[src/hw/uf_decoder_pkg.sv]
`default_nettype none

package uf_decoder_pkg;

    localparam int STAGE_WIDTH = 3;

    typedef enum logic [STAGE_WIDTH-1:0] {
        STAGE_IDLE                = 3'd0,
        STAGE_MEASUREMENT_LOADING = 3'd1,
        STAGE_GROW                = 3'd2,
        STAGE_MERGE               = 3'd3,
        STAGE_PEELING             = 3'd4,
        STAGE_RESULT              = 3'd5
    } stage_t;

    // Index 0 is the lower edge, index 1 the upper edge
    localparam int NEIGHBOR_COUNT = 2;

    // Flag offsets above the root field of the exposed word
    localparam int FIELD_PARENT           = 0;
    localparam int FIELD_PARENT_ODD       = 1; // Odd passed from parent to child
    localparam int FIELD_PARITY           = 2;
    localparam int FIELD_BOUNDARY         = 3;
    localparam int FIELD_PEEL_COMPLETE    = 4;
    localparam int FIELD_PEEL_M           = 5;
    localparam int FIELD_PEEL_PARITY_DONE = 6;
    localparam int EXPOSED_EXTRA          = 7;

    // Unit stage register plus registered busy
    localparam int MERGE_SETTLE = 3;

endpackage

`default_nettype wire

[src/hw/neighbor_link_if.sv]
`default_nettype none

interface neighbor_link_if #(
    parameter int ADDRESS_WIDTH = 3
);
    import uf_decoder_pkg::*;

    logic increase_low;
    logic increase_high;
    logic fully_grown;
    logic is_boundary;
    logic error_low;
    logic error_high;
    logic [ADDRESS_WIDTH+EXPOSED_EXTRA-1:0] data_up;   // Lower unit to upper unit
    logic [ADDRESS_WIDTH+EXPOSED_EXTRA-1:0] data_down; // Upper unit to lower unit

    modport edge_side (
        input  increase_low, increase_high, error_low, error_high,
        output fully_grown, is_boundary
    );

    // Unit below the edge
    modport low_side (
        output increase_low, error_low, data_up,
        input  fully_grown, is_boundary, data_down
    );

    // Unit above the edge
    modport high_side (
        output increase_high, error_high, data_down,
        input  fully_grown, is_boundary, data_up
    );

endinterface

`default_nettype wire

[src/hw/root_min_select.sv]
`default_nettype none

module root_min_select #(
    parameter int DATA_WIDTH    = 3,
    parameter int CHANNEL_COUNT = 2
) (
    input  logic [CHANNEL_COUNT-1:0][DATA_WIDTH-1:0] values,
    input  logic [CHANNEL_COUNT-1:0]                 valids,
    output logic [DATA_WIDTH-1:0]                    result,
    output logic [CHANNEL_COUNT-1:0]                 result_valids
);

    logic [DATA_WIDTH-1:0] best;
    logic found;

    always_comb begin
        best = '1;
        found = 1'b0;
        for (int c = 0; c < CHANNEL_COUNT; c++) begin
            if (valids[c] && (!found || values[c] < best)) begin
                best = values[c];
                found = 1'b1;
            end
        end
    end

    // Every valid channel carrying the minimum
    always_comb begin
        for (int c = 0; c < CHANNEL_COUNT; c++) begin
            result_valids[c] = valids[c] && (values[c] == best);
        end
    end

    assign result = best;

endmodule

`default_nettype wire

[src/hw/neighbor_link.sv]
`default_nettype none

module neighbor_link #(
    parameter bit IS_BOUNDARY = 1'b0
) (
    input  logic                  clk,
    input  logic                  reset,
    input  uf_decoder_pkg::stage_t global_stage,
    neighbor_link_if.edge_side    link,
    output logic                  marked
);
    import uf_decoder_pkg::*;

    logic [1:0] growth;
    logic [2:0] growth_sum;

    // Both sides may grow in the same cycle
    assign growth_sum = growth + link.increase_low + link.increase_high;

    always_ff @(posedge clk) begin
        if (reset) begin
            growth <= 2'd0;
            marked <= 1'b0;
        end else if (global_stage == STAGE_MEASUREMENT_LOADING) begin
            growth <= 2'd0;
            marked <= 1'b0;
        end else begin
            growth <= (growth_sum >= 3'd2) ? 2'd2 : growth_sum[1:0]; // Weight 2
            if (link.error_low || link.error_high) begin
                marked <= 1'b1;
            end
        end
    end

    assign link.fully_grown = (growth == 2'd2);
    assign link.is_boundary = IS_BOUNDARY && link.fully_grown;

endmodule

`default_nettype wire

[src/hw/processing_unit.sv]
`default_nettype none

module processing_unit #(
    parameter int ADDRESS_WIDTH = 3,
    parameter int ADDRESS       = 0
) (
    input  logic                   clk,
    input  logic                   reset,
    input  uf_decoder_pkg::stage_t global_stage,
    input  logic                   measurement,
    neighbor_link_if.high_side     low_edge,
    neighbor_link_if.low_side      high_edge,
    output logic                   odd,
    output logic                   busy
);
    import uf_decoder_pkg::*;

    localparam int WORD_WIDTH = ADDRESS_WIDTH + EXPOSED_EXTRA;

    stage_t stage;
    logic m;
    logic [ADDRESS_WIDTH-1:0] root;
    logic [NEIGHBOR_COUNT-1:0] parent_vector;
    logic [NEIGHBOR_COUNT-1:0] odd_to_children;
    logic cluster_parity;
    logic cluster_boundary;
    logic peel_complete;
    logic peel_m;
    logic peel_parity_done;

    logic [NEIGHBOR_COUNT-1:0][WORD_WIDTH-1:0] in_word;
    logic [NEIGHBOR_COUNT-1:0][WORD_WIDTH-1:0] out_word;
    logic [NEIGHBOR_COUNT-1:0][ADDRESS_WIDTH-1:0] nb_root;
    logic [NEIGHBOR_COUNT-1:0] nb_child;
    logic [NEIGHBOR_COUNT-1:0] parent_odd;
    logic [NEIGHBOR_COUNT-1:0] child_parity;
    logic [NEIGHBOR_COUNT-1:0] child_boundary;
    logic [NEIGHBOR_COUNT-1:0] child_complete;
    logic [NEIGHBOR_COUNT-1:0] child_m;
    logic [NEIGHBOR_COUNT-1:0] parent_done;
    logic [NEIGHBOR_COUNT-1:0] fully_grown;
    logic [NEIGHBOR_COUNT-1:0] is_boundary;
    logic [NEIGHBOR_COUNT-1:0] win_valids;
    logic [ADDRESS_WIDTH-1:0] win_root;
    logic [NEIGHBOR_COUNT-1:0] edge_error;
    logic adopt;
    logic next_parity;
    logic next_boundary;
    logic next_odd;
    logic carry;
    logic at_boundary;
    logic ready;

    // Lowest set bit wins
    function automatic logic [NEIGHBOR_COUNT-1:0] lowest_one(input logic [NEIGHBOR_COUNT-1:0] v);
        return v & (~v + 1'b1);
    endfunction

    assign in_word[0] = low_edge.data_up;
    assign in_word[1] = high_edge.data_down;
    assign low_edge.data_down = out_word[0];
    assign high_edge.data_up = out_word[1];
    assign fully_grown = {high_edge.fully_grown, low_edge.fully_grown};
    assign is_boundary = {high_edge.is_boundary, low_edge.is_boundary};

    always_comb begin
        for (int i = 0; i < NEIGHBOR_COUNT; i++) begin
            nb_root[i]        = in_word[i][ADDRESS_WIDTH-1:0];
            nb_child[i]       = in_word[i][ADDRESS_WIDTH+FIELD_PARENT]; // Neighbor points at us
            parent_odd[i]     = in_word[i][ADDRESS_WIDTH+FIELD_PARENT_ODD];
            child_parity[i]   = in_word[i][ADDRESS_WIDTH+FIELD_PARITY];
            child_boundary[i] = in_word[i][ADDRESS_WIDTH+FIELD_BOUNDARY];
            child_complete[i] = in_word[i][ADDRESS_WIDTH+FIELD_PEEL_COMPLETE];
            child_m[i]        = in_word[i][ADDRESS_WIDTH+FIELD_PEEL_M];
            parent_done[i]    = in_word[i][ADDRESS_WIDTH+FIELD_PEEL_PARITY_DONE];
            out_word[i][ADDRESS_WIDTH-1:0]                = root;
            out_word[i][ADDRESS_WIDTH+FIELD_PARENT]           = parent_vector[i];
            out_word[i][ADDRESS_WIDTH+FIELD_PARENT_ODD]       = odd_to_children[i];
            out_word[i][ADDRESS_WIDTH+FIELD_PARITY]           = cluster_parity;
            out_word[i][ADDRESS_WIDTH+FIELD_BOUNDARY]         = cluster_boundary;
            out_word[i][ADDRESS_WIDTH+FIELD_PEEL_COMPLETE]    = peel_complete;
            out_word[i][ADDRESS_WIDTH+FIELD_PEEL_M]           = peel_m;
            out_word[i][ADDRESS_WIDTH+FIELD_PEEL_PARITY_DONE] = peel_parity_done;
        end
    end

    root_min_select #(
        .DATA_WIDTH   (ADDRESS_WIDTH),
        .CHANNEL_COUNT(NEIGHBOR_COUNT)
    ) root_min_select_i (
        .values       (nb_root),
        .valids       (fully_grown & ~is_boundary),
        .result       (win_root),
        .result_valids(win_valids)
    );

    assign adopt = (|win_valids) && (win_root < root);
    assign next_parity = m ^ (^(nb_child & child_parity));
    assign next_boundary = (|(nb_child & child_boundary)) | (|is_boundary);
    assign next_odd = (|parent_vector) ? (|(parent_vector & parent_odd))
                                       : (next_parity & ~next_boundary);

    // Root starts from its own parity, others take the parent's odd
    assign carry = (|parent_vector) ? (|(parent_vector & parent_odd)) : cluster_parity;
    assign at_boundary = |is_boundary;
    assign ready = peel_parity_done && !(|(nb_child & ~child_complete));

    assign low_edge.increase_high = odd && (stage == STAGE_GROW);
    assign high_edge.increase_low = odd && (stage == STAGE_GROW);

    always_comb begin
        edge_error = '0;
        if (stage == STAGE_PEELING && ready) begin
            edge_error = nb_child & child_m;
            if (odd) begin
                edge_error = edge_error | lowest_one(is_boundary);
            end
        end
    end

    assign low_edge.error_high = edge_error[0];
    assign high_edge.error_low = edge_error[1];

    always_ff @(posedge clk) begin
        if (reset) begin
            stage <= STAGE_IDLE;
        end else begin
            stage <= global_stage;
        end
    end

    always_ff @(posedge clk) begin
        if (reset) begin
            parent_vector <= '0;
            odd <= 1'b0;
            odd_to_children <= '0;
            busy <= 1'b0;
            peel_complete <= 1'b0;
            peel_parity_done <= 1'b0;
        end else begin
            case (stage)
                STAGE_MEASUREMENT_LOADING: begin
                    parent_vector <= '0;
                    odd <= measurement;
                    odd_to_children <= {NEIGHBOR_COUNT{measurement}};
                    busy <= 1'b0;
                    peel_complete <= 1'b0;
                    peel_parity_done <= 1'b0;
                end
                STAGE_MERGE: begin
                    if (adopt) begin
                        parent_vector <= win_valids;
                    end
                    odd <= next_odd;
                    odd_to_children <= {NEIGHBOR_COUNT{next_odd}};
                    busy <= adopt || (next_parity != cluster_parity) ||
                            (next_boundary != cluster_boundary) || (next_odd != odd);
                end
                STAGE_PEELING: begin
                    odd <= carry & at_boundary; // This unit takes the boundary defect
                    odd_to_children <= (carry & ~at_boundary) ?
                                       lowest_one(nb_child & child_boundary) : '0;
                    peel_parity_done <= (|parent_vector) ? (|(parent_vector & parent_done)) : 1'b1;
                    peel_complete <= ready;
                    busy <= !ready;
                end
                default: ;
            endcase
        end
    end

    always_ff @(posedge clk) begin
        if (stage == STAGE_MEASUREMENT_LOADING) begin
            m <= measurement;
            root <= ADDRESS_WIDTH'(ADDRESS);
            cluster_parity <= measurement;
            cluster_boundary <= 1'b0;
            peel_m <= 1'b0;
        end else if (stage == STAGE_MERGE) begin
            if (adopt) begin
                root <= win_root;
            end
            cluster_parity <= next_parity;
            cluster_boundary <= next_boundary;
        end else if (stage == STAGE_PEELING && ready) begin
            peel_m <= m ^ (^(nb_child & child_m)) ^ odd; // Residual defect sent up
        end
    end

endmodule

`default_nettype wire

[src/hw/stage_controller.sv]
`default_nettype none

module stage_controller #(
    parameter int MAX_ROUNDS = 15
) (
    input  logic                   clk,
    input  logic                   reset,
    input  logic                   start,
    input  logic                   any_busy,
    input  logic                   any_odd,
    output uf_decoder_pkg::stage_t stage,
    output logic                   done,
    output logic [3:0]             rounds
);
    import uf_decoder_pkg::*;

    localparam int SETTLE_WIDTH = $clog2(MERGE_SETTLE);
    localparam logic [SETTLE_WIDTH-1:0] SETTLE_LAST = SETTLE_WIDTH'(MERGE_SETTLE - 1);

    logic [SETTLE_WIDTH-1:0] settle_count;
    logic settled;

    // Busy is only current from the last settle cycle on
    assign settled = (settle_count == SETTLE_LAST) && !any_busy;

    always_ff @(posedge clk) begin
        if (reset) begin
            settle_count <= '0;
        end else if (stage != STAGE_MERGE && stage != STAGE_PEELING) begin
            settle_count <= '0;
        end else if (settled) begin
            settle_count <= '0;
        end else if (settle_count != SETTLE_LAST) begin
            settle_count <= settle_count + 1'b1;
        end
    end

    always_ff @(posedge clk) begin
        if (reset) begin
            stage <= STAGE_IDLE;
            rounds <= 4'd0;
            done <= 1'b0;
        end else begin
            done <= 1'b0;
            case (stage)
                STAGE_IDLE: begin
                    if (start) begin
                        stage <= STAGE_MEASUREMENT_LOADING;
                        rounds <= 4'd0;
                    end
                end
                STAGE_MEASUREMENT_LOADING: stage <= STAGE_GROW;
                STAGE_GROW: stage <= STAGE_MERGE;
                STAGE_MERGE: begin
                    if (settled) begin
                        if (any_odd && rounds < MAX_ROUNDS) begin
                            stage <= STAGE_GROW;
                            rounds <= rounds + 4'd1;
                        end else begin
                            stage <= STAGE_PEELING; // Converged or out of rounds
                        end
                    end
                end
                STAGE_PEELING: begin
                    if (settled) begin
                        stage <= STAGE_RESULT;
                    end
                end
                STAGE_RESULT: begin
                    stage <= STAGE_IDLE;
                    done <= 1'b1;
                end
                default: stage <= STAGE_IDLE;
            endcase
        end
    end

endmodule

`default_nettype wire

[src/hw/uf_line_decoder.sv]
`default_nettype none

module uf_line_decoder #(
    parameter int PE_COUNT      = 6,
    parameter int ADDRESS_WIDTH = 3
) (
    input  logic                clk,
    input  logic                reset,
    input  logic                start,
    input  logic [PE_COUNT-1:0] measurements,
    output logic [PE_COUNT:0]   correction,
    output logic                done,
    output logic [3:0]          rounds
);
    import uf_decoder_pkg::*;

    localparam int MAX_ROUNDS = 15;

    stage_t stage;
    logic [PE_COUNT-1:0] unit_busy;
    logic [PE_COUNT-1:0] unit_odd;
    logic any_busy;
    logic any_odd;

    // Edge e sits between unit e-1 and unit e
    neighbor_link_if #(.ADDRESS_WIDTH(ADDRESS_WIDTH)) link_bus [0:PE_COUNT] ();

    // Boundary edges have one unit only
    assign link_bus[0].increase_low = 1'b0;
    assign link_bus[0].error_low = 1'b0;
    assign link_bus[0].data_up = '0;
    assign link_bus[PE_COUNT].increase_high = 1'b0;
    assign link_bus[PE_COUNT].error_high = 1'b0;
    assign link_bus[PE_COUNT].data_down = '0;

    assign any_busy = |unit_busy;
    assign any_odd = |unit_odd;

    stage_controller #(
        .MAX_ROUNDS(MAX_ROUNDS)
    ) stage_controller_i (
        .clk     (clk),
        .reset   (reset),
        .start   (start),
        .any_busy(any_busy),
        .any_odd (any_odd),
        .stage   (stage),
        .done    (done),
        .rounds  (rounds)
    );

    for (genvar i = 0; i < PE_COUNT; i++) begin : unit_g
        processing_unit #(
            .ADDRESS_WIDTH(ADDRESS_WIDTH),
            .ADDRESS      (i)
        ) processing_unit_i (
            .clk         (clk),
            .reset       (reset),
            .global_stage(stage),
            .measurement (measurements[i]),
            .low_edge    (link_bus[i]),
            .high_edge   (link_bus[i+1]),
            .odd         (unit_odd[i]),
            .busy        (unit_busy[i])
        );
    end

    for (genvar e = 0; e <= PE_COUNT; e++) begin : link_g
        neighbor_link #(
            .IS_BOUNDARY(e == 0 || e == PE_COUNT)
        ) neighbor_link_i (
            .clk         (clk),
            .reset       (reset),
            .global_stage(stage),
            .link        (link_bus[e]),
            .marked      (correction[e])
        );
    end

endmodule

`default_nettype wire

[config.mk]
export PLATFORM = sky130hd
export DESIGN_NAME = uf_line_decoder
export DESIGN_NICKNAME = d
export VERILOG_FILES = /design/src/hw/uf_decoder_pkg.sv /design/src/hw/neighbor_link_if.sv /design/src/hw/root_min_select.sv /design/src/hw/neighbor_link.sv /design/src/hw/processing_unit.sv /design/src/hw/stage_controller.sv /design/src/hw/uf_line_decoder.sv
export SDC_FILE = /design/constraint.sdc
export NUM_CORES = 1
export LEC_CHECK = 0
export ABC_AREA = 1
export BUFFER_PORTS_ARGS = -buffer_cell sky130_fd_sc_hd__buf_2
export CAP_MARGIN = 20
export CELL_PAD_IN_SITES_DETAIL_PLACEMENT = 1
export CELL_PAD_IN_SITES_GLOBAL_PLACEMENT = 1
export CORE_UTILIZATION = 47
export DETAILED_ROUTE_END_ITERATION = 6
export PLACE_DENSITY_LB_ADDON = 0.1
export SYNTH_ARGS = -nofsm -noshare
export SYNTH_HDL_FRONTEND = slang
export SYNTH_HIERARCHICAL = 1
export SYNTH_SLANG_ARGS = --single-unit
[constraint.sdc]
create_clock -name clk -period 4 [get_ports clk]
set_clock_uncertainty 0.2 [all_clocks]
set_input_delay 0.6 -clock clk [delete_from_list [all_inputs] [get_ports clk]]
set_output_delay 0.6 -clock clk [all_outputs]
set_load 0.05 [all_outputs]
* After elaboration in Yosys (flattened, before gate mapping)
Cells that the tools add are included.
Cells by class: reduce and logical (&&, ||, !) cells 179, eq/ne operators 58, $add $sub $neg 22, multiplexer cells 121, bitwise logic cells 101, order comparisons 20
Operators with widths (number):
- 2-bit AND | 38
- 2-bit OR reduction | 37
- 2-bit two-way mux | 26
- 3-bit two-way mux | 16
- 1-bit logical AND | 45
- 1-bit one-hot mux with 3 select lines | 13
- 1-bit two-way mux | 38
- 2-bit AND reduction | 18
- 3-bit < comparator | 11
- 3-bit == test | 10
- 2-bit one-hot mux with 3 select lines | 5
- 1-bit logical OR | 29
- 1-bit one-hot mux with 2 select lines | 12
- 2-bit one-hot mux with 2 select lines | 6
- 3-bit OR reduction | 8
- 2-bit XOR reduction | 12
- 2-bit NOT | 11
- 2-bit by 1-bit adder with 3-bit output | 7
- 3-bit by 2-bit greater-or-equal comparator with 1-bit output, second input constant | 7
- 1-bit logical NOT | 19
- 1-bit inequality test | 18
- 2-bit by 1-bit inequality test with 1-bit output, second input constant | 9
- 1-bit XOR | 18
- 2-bit by 1-bit adder with 2-bit output, second input constant | 8
- other kinds (28) | 80
Storage, ports and cells: logic and storage cells 593, output and inout port bits 12, register bits 123

* Logic depth before layout (Yosys ltp)
Gate-level depths: netlist (run 1).
depth after elaboration 16, depth in mapped cells 24, gate-level depth less buffers 24

* Hierarchy
Netlist (run 1), hierarchy kept.
By module, submodules not included:
- root_min_select | sequential area each 0.0 µm², times used 6, cells each 47, area each 239.0 µm²
- processing_unit at unit_g[0].processing_unit_i | sequential area each 380.4 µm², times used 1, cells each 167, area each 1197.4 µm²
- processing_unit at unit_g[3].processing_unit_i | sequential area each 380.4 µm², times used 1, cells each 167, area each 1194.9 µm²
- processing_unit at unit_g[2].processing_unit_i | sequential area each 380.4 µm², times used 1, cells each 167, area each 1192.4 µm²
- processing_unit at unit_g[1].processing_unit_i | sequential area each 380.4 µm², times used 1, cells each 167, area each 1181.1 µm²
- processing_unit at unit_g[5].processing_unit_i | sequential area each 380.4 µm², times used 1, cells each 168, area each 1163.6 µm²
- processing_unit at unit_g[4].processing_unit_i | sequential area each 380.4 µm², times used 1, cells each 168, area each 1141.1 µm²
- neighbor_link at link_g[1].neighbor_link_i ... | sequential area each 60.1 µm², times used 5, cells each 24, area each 172.7 µm²
- stage_controller | sequential area each 200.2 µm², times used 1, cells each 82, area each 578.1 µm²
- neighbor_link at link_g[0].neighbor_link_i ... | sequential area each 60.1 µm², times used 2, cells each 23, area each 168.9 µm²
- uf_line_decoder | sequential area each 0.0 µm², times used 1, cells each 9, area each 36.3 µm²

* Worst setup path after synthesis (run 1)
Ideal clock, no wire load.
path type register to register, from reg link_g[0].neighbor_link_i.growth[1], to reg unit_g[0].processing_unit_i.root[1], library setup time 119 ps, arrival 2834 ps, slack 847 ps, stages on the path, launching flop included 22, path buffers 1, clock period less this slack 3153 ps, path through dfxtp_1 inv_1 nor2_1 buf_4 nor2_1 inv_1 nor2_1 ha_1 nand2_1 inv_1 nand2_1 nand2_1 nand2_2 nand3_1 and2_1 ha_1 a21oi_1 o211ai_1 nor2_4 inv_2 o21ai_0 a21oi_1
Between the ends: longest elaborated chain between the ends 13, elaborated cells on any way between the ends 18, those cells by class order compare (2); eq/ne (2); mux (3); bitwise (2); reduce/logical (9)
RTL lines:
- start: declaration | line neighbor_link.sv:14 | logic [1:0] growth;
- start signal: assignment | line neighbor_link.sv:28 | growth <= (growth_sum >= 3'd2) ? 2'd2 : growth_sum[1:0];
- 2-bit == test (*) | line neighbor_link.sv:35 | assign link.fully_grown = (growth == 2'd2);
- net link_bus[0].fully_grown | line neighbor_link_if.sv:10 | logic fully_grown;
- 1-bit NOT with 2-bit output | line processing_unit.sv:92 | .valids (fully_grown & ~is_boundary),
- 2-bit AND (*) | line processing_unit.sv:92
- 3-bit two-way mux / 1-bit two-way mux (equally long branches) | line root_min_select.sv:20 | if (valids[c] && (!found || values[c] < best)) begin
- 3-bit < comparator / 1-bit logical NOT (equally long branches) | line root_min_select.sv:20
- 1-bit logical OR | line root_min_select.sv:20
- 1-bit logical AND | line root_min_select.sv:20
- 3-bit two-way mux (*) | line root_min_select.sv:20
- net unit_g[0].processing_unit_i.win_root[2] | line processing_unit.sv:44 | logic [ADDRESS_WIDTH-1:0] win_root;
- 3-bit == test / 3-bit logical NOT (equally long branches) | line root_min_select.sv:30 | result_valids[c] = valids[c] && (values[c] == best);
- 1-bit logical AND | line root_min_select.sv:30
- 2-bit OR reduction | line processing_unit.sv:97 | assign adopt = (|win_valids) && (win_root < root);
- 1-bit logical AND (*) | line processing_unit.sv:97
- 2-bit AND reduction (no source line) (*)
- end signal: assignment | line processing_unit.sv:175 | root <= ADDRESS_WIDTH'(ADDRESS);
- end signal: assignment | line processing_unit.sv:181 | root <= win_root;
- end: declaration | line processing_unit.sv:22 | logic [ADDRESS_WIDTH-1:0] root;
Mark *: on every way through the listed nets, which the timed path passes. The rest lies on a longest branch. A chain may end at the register's enable or synchronous reset.

* Worst setup path after layout (run 1)
from reg link_g[2].neighbor_link_i.growth[1], to reg unit_g[2].processing_unit_i.parent_vector[1]
Between the ends: longest elaborated chain between the ends 12, elaborated cells on any way between the ends 19, those cells by class order compare (2); eq/ne (4); mux (5); reduce/logical (8)
RTL lines:
- start: declaration | line neighbor_link.sv:14
- start signal: assignment | line neighbor_link.sv:28
- 2-bit == test (*) | line neighbor_link.sv:35
- net link_bus[2].fully_grown | line neighbor_link_if.sv:10
- 3-bit two-way mux / 1-bit two-way mux (equally long branches) | line root_min_select.sv:20
- 3-bit < comparator / 1-bit logical NOT (equally long branches) | line root_min_select.sv:20
- 1-bit logical OR | line root_min_select.sv:20
- 1-bit logical AND | line root_min_select.sv:20
- 3-bit two-way mux (*) | line root_min_select.sv:20
- net unit_g[2].processing_unit_i.win_root[2] | line processing_unit.sv:44
- 3-bit == test | line root_min_select.sv:30
- 1-bit logical AND | line root_min_select.sv:30
- 2-bit OR reduction | line processing_unit.sv:97
- 1-bit logical AND | line processing_unit.sv:97
- 2-bit by 1-bit inequality test with 1-bit output (no source line)
- 2-bit AND reduction (no source line)
- end signal: assignment | line processing_unit.sv:152 | parent_vector <= win_valids;
- end: declaration | line processing_unit.sv:23 | logic [NEIGHBOR_COUNT-1:0] parent_vector;
Mark *: on every way through the listed nets, which the timed path passes. The rest lies on a longest branch. The select of a mux whose other input is x is not followed.

==> results of run 1 <==
through the flow:
step | area, sq um | worst slack (ns) | power, W
6_report | 10700 | 0.384 | 0.00504
5_1_grt | 10700 | 0.0112 | 0.00536
4_1_cts | 10700 | 0.340 | 0.00506
3_5_place_dp | 10200 | 0.362 | 0.00354
3_3_place_gp | 10200 | 0.480 | 0.00349
2_1_floorplan | 10300 | 0.847 | 0.00323
how the worst min path moves through the flow:
stage / endpoint / slack [ns] / cells after the start
3_5_place_dp: unit_g[5].processing_unit_i/parent_vector[1] / 0.27 / 2
3_3_place_gp: unit_g[5].processing_unit_i/parent_vector[1] / 0.27 / 2
2_1_floorplan: unit_g[0].processing_unit_i/root[2] / 0.25 / 2
4_1_cts: unit_g[4].processing_unit_i/m / 0.18 / 1
6_report: unit_g[4].processing_unit_i/m / 0.19 / 1
5_1_grt: unit_g[4].processing_unit_i/m / 0.19 / 1
layout make-up:
cell class	count	area [sq um]
Sequential cell	137	2860
Tap cell	275	344
Inverter	305	1160
Clock buffer	20	457
Fill cell	2883	10300
Clock inverter	12	91.3
Timing Repair Buffer	33	198
Multi-Input combinational cell	1036	5630
power groups by stage:
stage | Combinational [W] | Clock [W] | Sequential, W
final | 0.00157 | 0.00148 | 0.00199
after global routing | 0.00177 | 0.00156 | 0.00203
after CTS | 0.00155 | 0.00152 | 0.00199
after detailed placement | 0.00153 | 0 | 0.00201
after global placement | 0.00148 | 0 | 0.00200
after floorplan | 0.00130 | 0 | 0.00193
state kept, by name (all words and copies together), names as in the netlist:
name,count
stage_controller_i/done,1
unit_g.processing_unit_i/peel_complete,6
unit_g.processing_unit_i/peel_m,6
unit_g.processing_unit_i/parent_vector,12
unit_g.processing_unit_i/odd,6
unit_g.processing_unit_i/cluster_parity,6
stage_controller_i/rounds,4
unit_g.processing_unit_i/m,6
stage_controller_i/settle_count,2
link_g.neighbor_link_i/growth,14
unit_g.processing_unit_i/cluster_boundary,6
unit_g.processing_unit_i/busy,6
unit_g.processing_unit_i/root,18
stage_controller_i/stage,3
link_g.neighbor_link_i/marked,7
unit_g.processing_unit_i/odd_to_children,10
unit_g.processing_unit_i/peel_parity_done,6
unit_g.processing_unit_i/stage,18
routing by layer:
| layer | GRT usage | vias up | wire (microns) |
|---|---|---|---|
| met3 | 0.0367 | 24 | 775 |
| met5 | 0 | - | 0 |
| met1 | 0.361 | 4514 | 14100 |
| met2 | 0.446 | 121 | 13500 |
| li1 | - | 4748 | - |
| met4 | 0.0709 | 0 | 381 |
critical path, stage by stage, from the launching register on:
cell,delay [ns]
dfxtp_1,0.31
inv_1,0.05
nor2_1,0.32
inv_1,0.09
nor2_1,0.10
buf_4,0.15
nand2_1,0.09
inv_1,0.11
ha_1,0.25
a21oi_1,0.15
nand2_1,0.08
nand2_2,0.13
nand3_1,0.13
and2_1,0.23
ha_1,0.28
a21oi_1,0.16
o211ai_1,0.19
nor2_4,0.25
nor2_1,0.08
nand2_1,0.06
a21oi_1,0.06
timing repair:
| action | CTS | global route |
|---|---|---|
| setup endpoints to repair | 0 | 3 |
| resized for setup | 0 | 2 |
| hold buffers | 0 | 0 |
==> results_dict.tcl, run 1 <==
set metrics [dict create \
    status "finished, final reports clean" \
    whs_ns 0.191 \
    io_buffers 20 \
    area_growth_pct 5.90 \
    postCtsSetupBuffers 0 \
    drtIter0Drc 488 \
    syn_inst 1521 \
    viasPerCell 5.17 \
    cp.arrival_ns 3.71 \
    final_nets 1579 \
    grt_pass1_wl_microns 47000 \
    cts_buffers 17 \
    cp-end-kind "flip-flop" \
    clockBufferDepth 2 \
    wl_per_cell_microns 15.8 \
    cp_data_required_time_ns 4.10 \
    groute.usage.overall 0.268 \
    antenna_found_initial 0 \
    r2r_cells 20 \
    worstSetupPathType "flip-flop to flip-flop" \
    critPathLaunch "link_g[2].neighbor_link_i/growth[1]" \
    root_buffer "clkbuf_16" \
    die_y_microns 149 \
    final-hold-violation-count 0 \
    first_pass_iters 4 \
    ys_warn_count 6 \
    grt_setup_unrepaired "no" \
    seqPwrFrac 0.395 \
    antennaDiodeCount 0 \
    die_area_sq_um 22200 \
    stdcell_count 1818 \
    final_cell_mix "nand2_1, inv_1, nor2_1" \
    max_freq_mhz 277 \
    intPower_w 0.00301 \
    fin_tns_setup_ns 0 \
    switching_share 0.403 \
    slew_viol_final 0 \
    regToRegStartpoint "link_g[2].neighbor_link_i/growth[1]" \
    cts_tree "yes" \
    synth_area_per_cell_sq_um 6.67 \
    route.antenna.remaining_nets 0 \
    syn_area_sq_um 10100 \
    powerDensity_nw_per_um2 469 \
    routed_wirelength_microns 28700 \
    core_sq_um 21100 \
    path_max_fanout 9 \
    die-width_microns 149 \
    hold_path.class "input pin to flip-flop" \
    tightest_slew_ns 0.758 \
    power_switching_w 0.00203 \
    grt_pass1_vias 9486 \
    timing.rr.end "unit_g[2].processing_unit_i/parent_vector[1]" \
    utilization 0.509 \
    place_hpwl_microns 22300 \
    drive_gt1_frac 0.149 \
    setup_viol 0 \
    cts.sinks 137 \
    htree_levels 4 \
    p_clk_frac 0.294 \
    post-route-period-util 0.904 \
    globalplace.congestion 0.843 \
    grt_max_degree 29 \
    placed_cells 1786 \
    power.share.combinational 0.311 \
    drc 0 \
    cap_violations 0 \
    final_common_cell "nand2_1" \
    overflow 0 \
    endpoint "unit_g[2].processing_unit_i/parent_vector[1]" \
    io_pins 21 \
    clkSlewWorstSetupHoldPaths_ns 0.07 \
    rrSetupSlack_ns 0.38 \
    clk_latency_ns 0.43 \
    start_util 0.481 \
    worstHoldStart "measurements[4]" \
    fp-row-count 53 \
    power_leakage_nw 4.73 \
    via_count 9407 \
    fin_crit_ns 3.62 \
    cp-start-kind "flip-flop" \
    vdd_drop_max_mv 0.328 \
    slew_headroom 0.494 \
]
No activity file was read; power rests on OpenSTA's default activity.
==> inputs of run 2 (changes only) <==
--- a/config.mk
+++ b/config.mk
@@ -5,12 +5,11 @@
 export SDC_FILE = /design/constraint.sdc
 export NUM_CORES = 1
 export LEC_CHECK = 0
-export ABC_AREA = 1
 export BUFFER_PORTS_ARGS = -buffer_cell sky130_fd_sc_hd__buf_2
 export CAP_MARGIN = 20
 export CELL_PAD_IN_SITES_DETAIL_PLACEMENT = 1
 export CELL_PAD_IN_SITES_GLOBAL_PLACEMENT = 1
-export CORE_UTILIZATION = 47
+export CORE_UTILIZATION = 49
 export DETAILED_ROUTE_END_ITERATION = 6
 export PLACE_DENSITY_LB_ADDON = 0.1
 export SYNTH_ARGS = -nofsm -noshare
==> run 2 against run 1 <==
Compared with the run above: count of clock-buffer cells in the layout grew 1; cell count is 16% lower; sequential cell count did not move; power fell by 25%; sequential power shrank 22%; core utilization rose by 3.5 points; critical path type unchanged; largest cell class unchanged; highest routed layer unchanged.
==> results_dict.tcl, run 2 <==
set metrics [dict create \
    status "finished, final reports clean" \
    cts.sinks 137 \
    regToRegStartpoint "link_g[5].neighbor_link_i/growth[1]" \
    io_pins 21 \
    path_cells "inv_2 -> nor2_1 -> nor2b_1 -> buf_4 -> nor2b_1 -> ha_1 -> or2_0 -> a21boi_1 -> a31oi_2 -> o22a_1 -> ha_1 -> a211oi_1 -> nand3_1 -> mux2i_1 -> nand2_1" \
    die_area_sq_um 21000 \
    postCtsSetupBuffers 0 \
    switching_share 0.275 \
    power.share.combinational 0.152 \
    max_freq_mhz 268 \
    syn_inst 1219 \
    io_buffers 20 \
    cp-start-kind "flip-flop" \
    wl_per_cell_microns 18.5 \
    path_max_fanout 8 \
    grt_setup_unrepaired "no" \
    worstSetupPathType "flip-flop to flip-flop" \
    drtIter0Drc 480 \
    slowest_stage "a211oi_1" \
    first_pass_iters 5 \
    htree_levels 4 \
    viasPerCell 5.71 \
    syn_area_sq_um 9980 \
    antennaDiodeCount 0 \
    die-width_microns 145 \
    synth_area_per_cell_sq_um 8.19 \
    final_cell_mix "dfxtp_1, nand2_1, nor2_1" \
    final-hold-violation-count 0 \
    cts_resized 0 \
    cp.arrival_ns 3.83 \
    fp-row-count 51 \
    place_hpwl_microns 21000 \
    fin_tns_setup_ns 0 \
    clk_latency_ns 0.43 \
    r2r_cells 15 \
    die_y_microns 145 \
    finish.instance_area_sq_um 10700 \
    fin_crit_ns 3.73 \
    grt_max_degree 45 \
    overflow 0 \
    pre_cts_ws_ns 0.286 \
    crit_path_max_incr_delay_ns 0.53 \
    whs_path_depth 1 \
    via_count 8678 \
    globalplace.congestion 0.900 \
    slew_viol_final 0 \
    cts_buffers 17 \
    slew_headroom 0.542 \
    tightest_slew_ns 0.686 \
    power_switching_w 0.00104 \
    antenna_found_initial 0 \
    postCtsHoldBufs 0 \
    postPlaceCellArea_sq_um 10100 \
    worstHoldStart "measurements[4]" \
    drive_gt1_frac 0.123 \
    post-route-period-util 0.932 \
    top_regs "unit_g.processing_unit_i/root: 18 flops, unit_g.processing_unit_i/stage: 18 flops, link_g.neighbor_link_i/growth: 14 flops" \
    clockBufferDepth 2 \
    final_nets 1292 \
    cp-end-kind "flip-flop" \
    final_common_cell "dfxtp_1" \
    whs_endpoint "unit_g[4].processing_unit_i/m" \
    area_growth_pct 7.44 \
    powerDensity_nw_per_um2 351 \
    grt_pass1_wl_microns 45900 \
    cts_tree "yes" \
    intPower_w 0.00273 \
    cap_violations 0 \
    utilization 0.544 \
    route.antenna.remaining_nets 0 \
    timing.rr.end "unit_g[5].processing_unit_i/root[2]" \
    start_util 0.506 \
    rrSetupSlack_ns 0.27 \
    p_clk_frac 0.437 \
    power_leakage_nw 4.27 \
    core_sq_um 19700 \
    root_buffer "clkbuf_16" \
    cp_data_required_time_ns 4.10 \
    routed_wirelength_microns 28100 \
    seqPwrFrac 0.412 \
    ys_warn_count 6 \
    hold_path.class "input pin to flip-flop" \
    grt_pass1_vias 8771 \
    drc 0 \
    layout_setup_ws_ns 0.270 \
    vdd_drop_max_mv 0.273 \
    groute.usage.overall 0.284 \
    setup_viol 0 \
    clkSlewWorstSetupHoldPaths_ns 0.06 \
]
[run 2: cell types whose count changed in the layout (fill, tap and decap cells not counted), sizes merged, moves of 22 or more]
cell / delta
inv: -227
nand2: -204
nand3: -106
nor2: -83
nor2b: +83
mux2i: +29
nand2b: +29
a211oi: +28
o21ai: +22
[run 2: power groups by stage]
stage / clock network [W] / registers [W] / logic, W
after detailed placement: 0 / 0.00158 / 0.000553
after global routing: 0.00172 / 0.00156 / 0.000634
after global placement: 0 / 0.00158 / 0.000537
after floorplan: 0 / 0.00156 / 0.000469
after CTS: 0.00168 / 0.00155 / 0.000560
final: 0.00164 / 0.00155 / 0.000571
[run 2: per-stage QoR]
stage	cells	power [W]	hold slack [ns]
4_1_cts	1521	0.00379	0.158
3_3_place_gp	1489	0.00211	0.242
2_1_floorplan	1279	0.00203	0.237
5_1_grt	1521	0.00392	0.166
3_5_place_dp	1489	0.00213	0.246
6_report	1521	0.00377	0.173
[run 2: area by class of cell]
cell class,count,area (sq um)
Inverter,78,293
Sequential cell,137,2860
Clock inverter,11,140
Multi-Input combinational cell,966,6350
Tap cell,265,332
Timing Repair Buffer,43,275
Clock buffer,21,472
Fill cell,2436,8990
[run 2: worst max-delay path by stage]
stage	cells past startpoint	end	startpoint	slack, ns
after floorplan	14	unit_g[1].processing_unit_i/root[0]	link_g[1].neighbor_link_i/growth[1]	0.66
after global placement	15	unit_g[5].processing_unit_i/root[2]	link_g[5].neighbor_link_i/growth[1]	0.40
after detailed placement	15	unit_g[5].processing_unit_i/root[2]	link_g[5].neighbor_link_i/growth[1]	0.29
after CTS	15	unit_g[5].processing_unit_i/root[2]	link_g[5].neighbor_link_i/growth[1]	0.28
after global routing	14	unit_g[1].processing_unit_i/root[1]	link_g[1].neighbor_link_i/growth[1]	0.02
final	15	unit_g[5].processing_unit_i/root[2]	link_g[5].neighbor_link_i/growth[1]	0.27
[run 2: critical path, delay by kind of cell (launching register included)]
kind	cells	cell delay, ns
AOI/OAI and AO/OA	4	1.06
and+or+nand+nor	6	0.98
adders and majority gates	2	0.61
DFF	1	0.31
muxes	1	0.24
buffers and inverters	2	0.20
[run 2: routing by layer]
layer / wire (microns) / up-vias / track usage
met5: 0 / - / 0
met4: 240 / 0 / 0.0654
met3: 1110 / 16 / 0.0424
met2: 12600 / 157 / 0.450
met1: 14200 / 4262 / 0.404
li1: - / 4243 / -
